--- config.mk ---
export PLATFORM = sky130hd
export DESIGN_NAME = hdc_ctrl
export DESIGN_NICKNAME = d
export VERILOG_FILES = /design/src/source/hdc_pkg.sv /design/src/source/hdc_ctrl.sv
export SDC_FILE = /design/constraint.sdc
export NUM_CORES = 1
export LEC_CHECK = 0
export BUFFER_PORTS_ARGS = -buffer_cell sky130_fd_sc_hd__buf_4
export CORE_MARGIN = 2
export CORE_UTILIZATION = 43
export CTS_CLUSTER_DIAMETER = 60
export DETAILED_ROUTE_END_ITERATION = 8
export GPL_TIMING_DRIVEN = 0
export PLACE_DENSITY = 0.73
export SETUP_SLACK_MARGIN = 0.5
export SYNTH_ARGS = -nofsm -noshare
export SYNTH_HDL_FRONTEND = slang
export SYNTH_SLANG_ARGS = --single-unit
--- constraint.sdc ---
create_clock -name clk -period 1.5 [get_ports clk]
set_clock_uncertainty 0.05 [all_clocks]
set_input_delay 0.15 -clock clk [delete_from_list [all_inputs] [get_ports clk]]
set_output_delay 0.15 -clock clk [all_outputs]
set_load 0.005 [all_outputs]
--- src/source/hdc_pkg.sv ---
package hdc_pkg;

    // array geometry
    localparam int NUM_CORES  = 8;
    localparam int CORE_SEL_W = 3;

    // item words and accumulators share one width
    localparam int WORD_W     = 32;

    // item memory depth and symbol index width
    localparam int ITEM_DEPTH = 256;
    localparam int ADDR_W     = 8;

    // low word bits that give the rotate amount
    localparam int ROT_W      = 5;

    // memory read, timing register, accumulate
    localparam int PIPE_DEPTH = 3;

    // wide enough to hold PIPE_DEPTH itself
    localparam int PIPE_CNT_W = $clog2(PIPE_DEPTH + 1);

    // readout sequencing
    typedef enum logic [1:0] {
        ST_IDLE    = 2'd0,
        ST_DRAIN   = 2'd1,
        ST_CAPTURE = 2'd2,
        ST_SHIFT   = 2'd3
    } ctrl_state_t;

endpackage

--- src/source/hdc_ctrl.sv ---
`timescale 1ns/1ns
`default_nettype none

module hdc_ctrl
    import hdc_pkg::*;
(
    input  logic                  clk,
    input  logic                  arst_n,

    // strobes from outside
    input  logic                  sym_valid,
    input  logic                  clear,
    input  logic                  read_req,
    input  logic                  mem_we,
    input  logic [CORE_SEL_W-1:0] mem_core,

    // to the cores
    output logic                  exec,
    output logic                  clr,
    output logic                  capture,
    output logic                  shift,
    output logic [NUM_CORES-1:0]  mem_we_vec,

    // status
    output logic                  out_valid,
    output logic                  busy
);

    ctrl_state_t           state;
    logic [PIPE_CNT_W-1:0] drain_cnt;
    logic [CORE_SEL_W-1:0] shift_cnt;
    logic [PIPE_CNT_W-1:0] pend_cnt;
    logic                  idle;
    logic                  wr_ok;

    assign idle      = (state == ST_IDLE);
    assign busy      = !idle;

    // input strobes only count while idle
    assign exec      = sym_valid & idle;
    assign clr       = clear & idle;

    assign capture   = (state == ST_CAPTURE);
    assign shift     = (state == ST_SHIFT);
    assign out_valid = (state == ST_SHIFT);

    // no load while a lookup is in the pipeline
    assign wr_ok     = mem_we & idle & !exec & (pend_cnt == '0);

    always_comb begin
        mem_we_vec = '0;
        if (wr_ok) begin
            mem_we_vec[mem_core] = 1'b1;
        end
    end

    // cycles left until the last exec has reached the accumulators
    always_ff @(posedge clk or negedge arst_n) begin
        if (!arst_n) begin
            pend_cnt <= '0;
        end else if (exec) begin
            pend_cnt <= PIPE_CNT_W'(PIPE_DEPTH);
        end else if (pend_cnt != '0) begin
            pend_cnt <= pend_cnt - PIPE_CNT_W'(1);
        end
    end

    always_ff @(posedge clk or negedge arst_n) begin
        if (!arst_n) begin
            state     <= ST_IDLE;
            drain_cnt <= '0;
            shift_cnt <= '0;
        end else begin
            unique case (state)
                ST_IDLE: begin
                    if (read_req) begin
                        state     <= ST_DRAIN;
                        drain_cnt <= '0;
                    end
                end
                ST_DRAIN: begin
                    if (drain_cnt == PIPE_CNT_W'(PIPE_DEPTH - 1)) begin
                        state <= ST_CAPTURE;
                    end else begin
                        drain_cnt <= drain_cnt + PIPE_CNT_W'(1);
                    end
                end
                ST_CAPTURE: begin
                    state     <= ST_SHIFT;
                    shift_cnt <= '0;
                end
                ST_SHIFT: begin
                    // one word per cycle with the top core first
                    if (shift_cnt == CORE_SEL_W'(NUM_CORES - 1)) begin
                        state <= ST_IDLE;
                    end else begin
                        shift_cnt <= shift_cnt + CORE_SEL_W'(1);
                    end
                end
                default: state <= ST_IDLE;
            endcase
        end
    end

    // shift run starts only after the full drain and one capture
    a_valid_after_drain: assert property (@(posedge clk) disable iff (!arst_n)
        $rose(out_valid) |-> $past(capture) && $past(busy, PIPE_DEPTH + 1)
                             && !$past(busy, PIPE_DEPTH + 2));

    // busy ends right after a full shift run
    a_busy_fall: assert property (@(posedge clk) disable iff (!arst_n)
        $fell(busy) |-> $past(out_valid) && $past(out_valid, NUM_CORES)
                        && $past(capture, NUM_CORES + 1));

endmodule

`default_nettype wire

==> flow_metrics.env <==
export IMPL_status="complete, but fails checks"
export IMPL_violations="setup timing"
export IMPL_rows=14
export IMPL_fin_nets=143
export IMPL_worst_slack_ns=-0.494
export IMPL_clkTransAtPathRegs_ns=0.07
export IMPL_clock_root_buffer="clkbuf_4"
export IMPL_yosysUniqueCellTypes=25
export IMPL_cts_tree="yes"
export IMPL_finalCritPeriodShare=1.33
export IMPL_dp_final_hpwl_mm=1.13
export IMPL_period_needed_ns=1.99
export IMPL_ios=23
export IMPL_finalPower_w=0.00297
export IMPL_max_freq_mhz=502
export IMPL_cp_cell_sequence="inv_2 > ha_4 > nand2_1 > or4b_4 > nor2_1 > buf_4"
export IMPL_path_class="reg2out"
export IMPL_initial_core_util=0.453
export IMPL_dpl_cell_count=109
export IMPL_synthToLayoutAreaGrowth_pct=96.1
export IMPL_worstPathMaxFanout=4
export IMPL_powerDensity_mw_per_mm2=2250
export IMPL_vias=799
export IMPL_syn_area_per_cell_sq_um=9.50
export IMPL_hp_class="in2reg"
export IMPL_dieArea_sq_mm=0.00190
export IMPL_p_leak_nw=0.638
export IMPL_yosysWarnings=0
export IMPL_die_y_um=43.6
export IMPL_gr_usage_all_layers=0.225
export IMPL_antenna_cells=0
export IMPL_finalSetupTns_ns=-4.84
export IMPL_crit_required_ns=1.30
export IMPL_slew_viol_final=0
export IMPL_drive_above_1_share=0.726
export IMPL_worstSkewPairLatency_ns=0.27
export IMPL_grt_first_pass_wirelength_mm=3.11
export IMPL_drcViolationCount=0
export IMPL_max_slew_margin_rel=0.833
export IMPL_syn_area_sq_um=674
export IMPL_globalplace_congestion=0.755
export IMPL_numCtsBuffers=3
export IMPL_drt_antenna_violating_nets=0
export IMPL_crit_slowest_cell="or4b_4"
export IMPL_final_cell_mix="buf_4 (43), dfrtp_1 (9), inv_2 (7)"
export IMPL_synthesis_nets=89
export IMPL_grt_start_max_net_pins=10
export IMPL_start_kind="flop"
export IMPL_first_global_vias=707
export IMPL_finalHoldViolCount=0
export IMPL_yosysTopAreaCell="dfrtp_1"
export IMPL_rsz0062_at_grt="true"
export IMPL_final_util=0.888
export IMPL_drt_wl_total_mm=2.74
export IMPL_fin_cells=140
export IMPL_wl_per_cell_um=19.6
export IMPL_vias_per_cell=5.71
export IMPL_die_x_um=43.6
export IMPL_io_buffers=22
export IMPL_drtPass1Iterations=4
export IMPL_clockBufferDepth=2
export IMPL_clock_sinks=9
export IMPL_crit_arrival_ns=1.79
export IMPL_netlist_top_cells_area="dfrtp_1 (33%), ha_1 (17%), mux2_2 (8.3%)"
export IMPL_cpPeakStageDelay_ns=0.54
export IMPL_core_area_sq_mm=0.00149
export IMPL_num_fill_cells=70
export IMPL_seq_area_frac_synth=0.334
export IMPL_setup_viol=15
export IMPL_yosys_area_top_type_share=0.334
export IMPL_antenna_found_initial=0
export IMPL_grt_overflow_total=0
export IMPL_drt_initial_drc_count=29
export IMPL_drv_cap=0
export IMPL_syn_inst=71
export IMPL_ys_seq_elements=9
export IMPL_tightest_slew_ns=0.250
export IMPL_ir_drop_uv=1520
export IMPL_layout_commonest_cell="buf_4"
export IMPL_endpoint_kind="output port"
export IMPL_htree_levels=1
registers in the layout, summed over array words and instances, names as in the netlist:
register	cells
pend_cnt	2
shift_cnt	3
state	2
drain_cnt	2
through the flow:
step	hold WS [ns]	worst slack, ns	instance area [sq um]
floorplan	-0.196	-0.0683	743
global placement	-0.0711	-0.219	928
detailed placement	-0.0686	-0.280	928
CTS	0.0811	-0.445	1180
global route	0.0997	-0.556	1320
finish	0.0966	-0.494	1320
area by class of cell:
type | instances | area, sq um | share of cell area
plain buffers | 1 | 7.51 | 0.00568
clock buffers | 4 | 26.3 | 0.0199
inverters | 8 | 30.0 | 0.0227
multi-input cells | 53 | 612 | 0.463
flip-flops and latches | 9 | 225 | 0.170
well taps | 16 | 20.0 | 0.0151
repair buffers | 49 | 402 | 0.304
power by group:
part	internal [W]	switching [W]
clock network	0.000103	0.000101
registers	0.000372	0.000104
logic	0.00132	0.000966
total	0.00180	0.00117
cells by family (layout without fill, tap and decap cells):
family / Yosys count / in the layout / synth area share
buffers and inverters: 9 / 62 / 0.0557
AO/OA/AOI/OAI: 9 / 9 / 0.0928
XOR/XNOR: 1 / 1 / 0.0130
multiplexers: 6 / 6 / 0.0983
adder cells (fa/ha/maj): 9 / 9 / 0.167
AND/OR/NAND/NOR: 28 / 28 / 0.239
flip-flops: 9 / 9 / 0.334
critical path, delay by kind of cell (launching register included):
| family | cells | cell delay (ns) |
|---|---|---|
| and+or+nand+nor | 3 | 0.75 |
| DFF | 1 | 0.39 |
| adders and majority gates | 1 | 0.16 |
| buffers and inverters | 2 | 0.22 |
per-layer routing:
| layer | part of all wire | global-route usage | vias to the layer above | routed length (um) |
|---|---|---|---|---|
| met1 | 0.39 | 0.241 | 393 | 1080 |
| met3 | 0.063 | 0.0500 | 11 | 172 |
| met5 | 0 | 0 | - | 0 |
| met2 | 0.51 | 0.412 | 48 | 1400 |
| li1 | - | - | 347 | - |
| met4 | 0.032 | 0.103 | 0 | 87 |
cells in the mapped netlist:
cell type  number
dfrtp_1         9
ha_1            9
nor2_1          9
inv_1           7
mux2_2          5
nand2_1         5
nand2b_1        3
a21oi_1         2
a22o_1          2
and2_1          2
nor2b_1         2
nor3_1          2
o21ai_0         2
a2bb2oi_1       1
buf_4           1
inv_2           1
mux2i_1         1
nand3b_1        1
nor3b_2         1
o211ai_1        1
o221ai_1        1
or4_4           1
or4b_2          1
or4b_4          1
xor2_1          1
path summary, 6_finish.rpt:
check,to,start,cells past startpoint,slack (ns)
setup / recovery,mem_we_vec[7],pend_cnt[1],6,-0.49
hold / removal,pend_cnt[0],sym_valid,3,0.1
hold reg to reg,drain_cnt[0],drain_cnt[0],2,0.58
min in group asynchronous,shift_cnt[1],arst_n,2,0.19
max in group asynchronous,pend_cnt[0],arst_n,2,1.07
setup reg to reg,state[0],state[0],8,-0.27
what timing repair did:
action / 4_1_cts / 5_1_grt
hold endpoints to repair: 9 / 0
hold buffers: 1 / 0
gates resized for setup: 23 / 11
setup buffers: 14 / 12
pin swaps: 10 / 7
setup endpoints to repair: 22 / 23
Power figures use the tool's default switching activity.
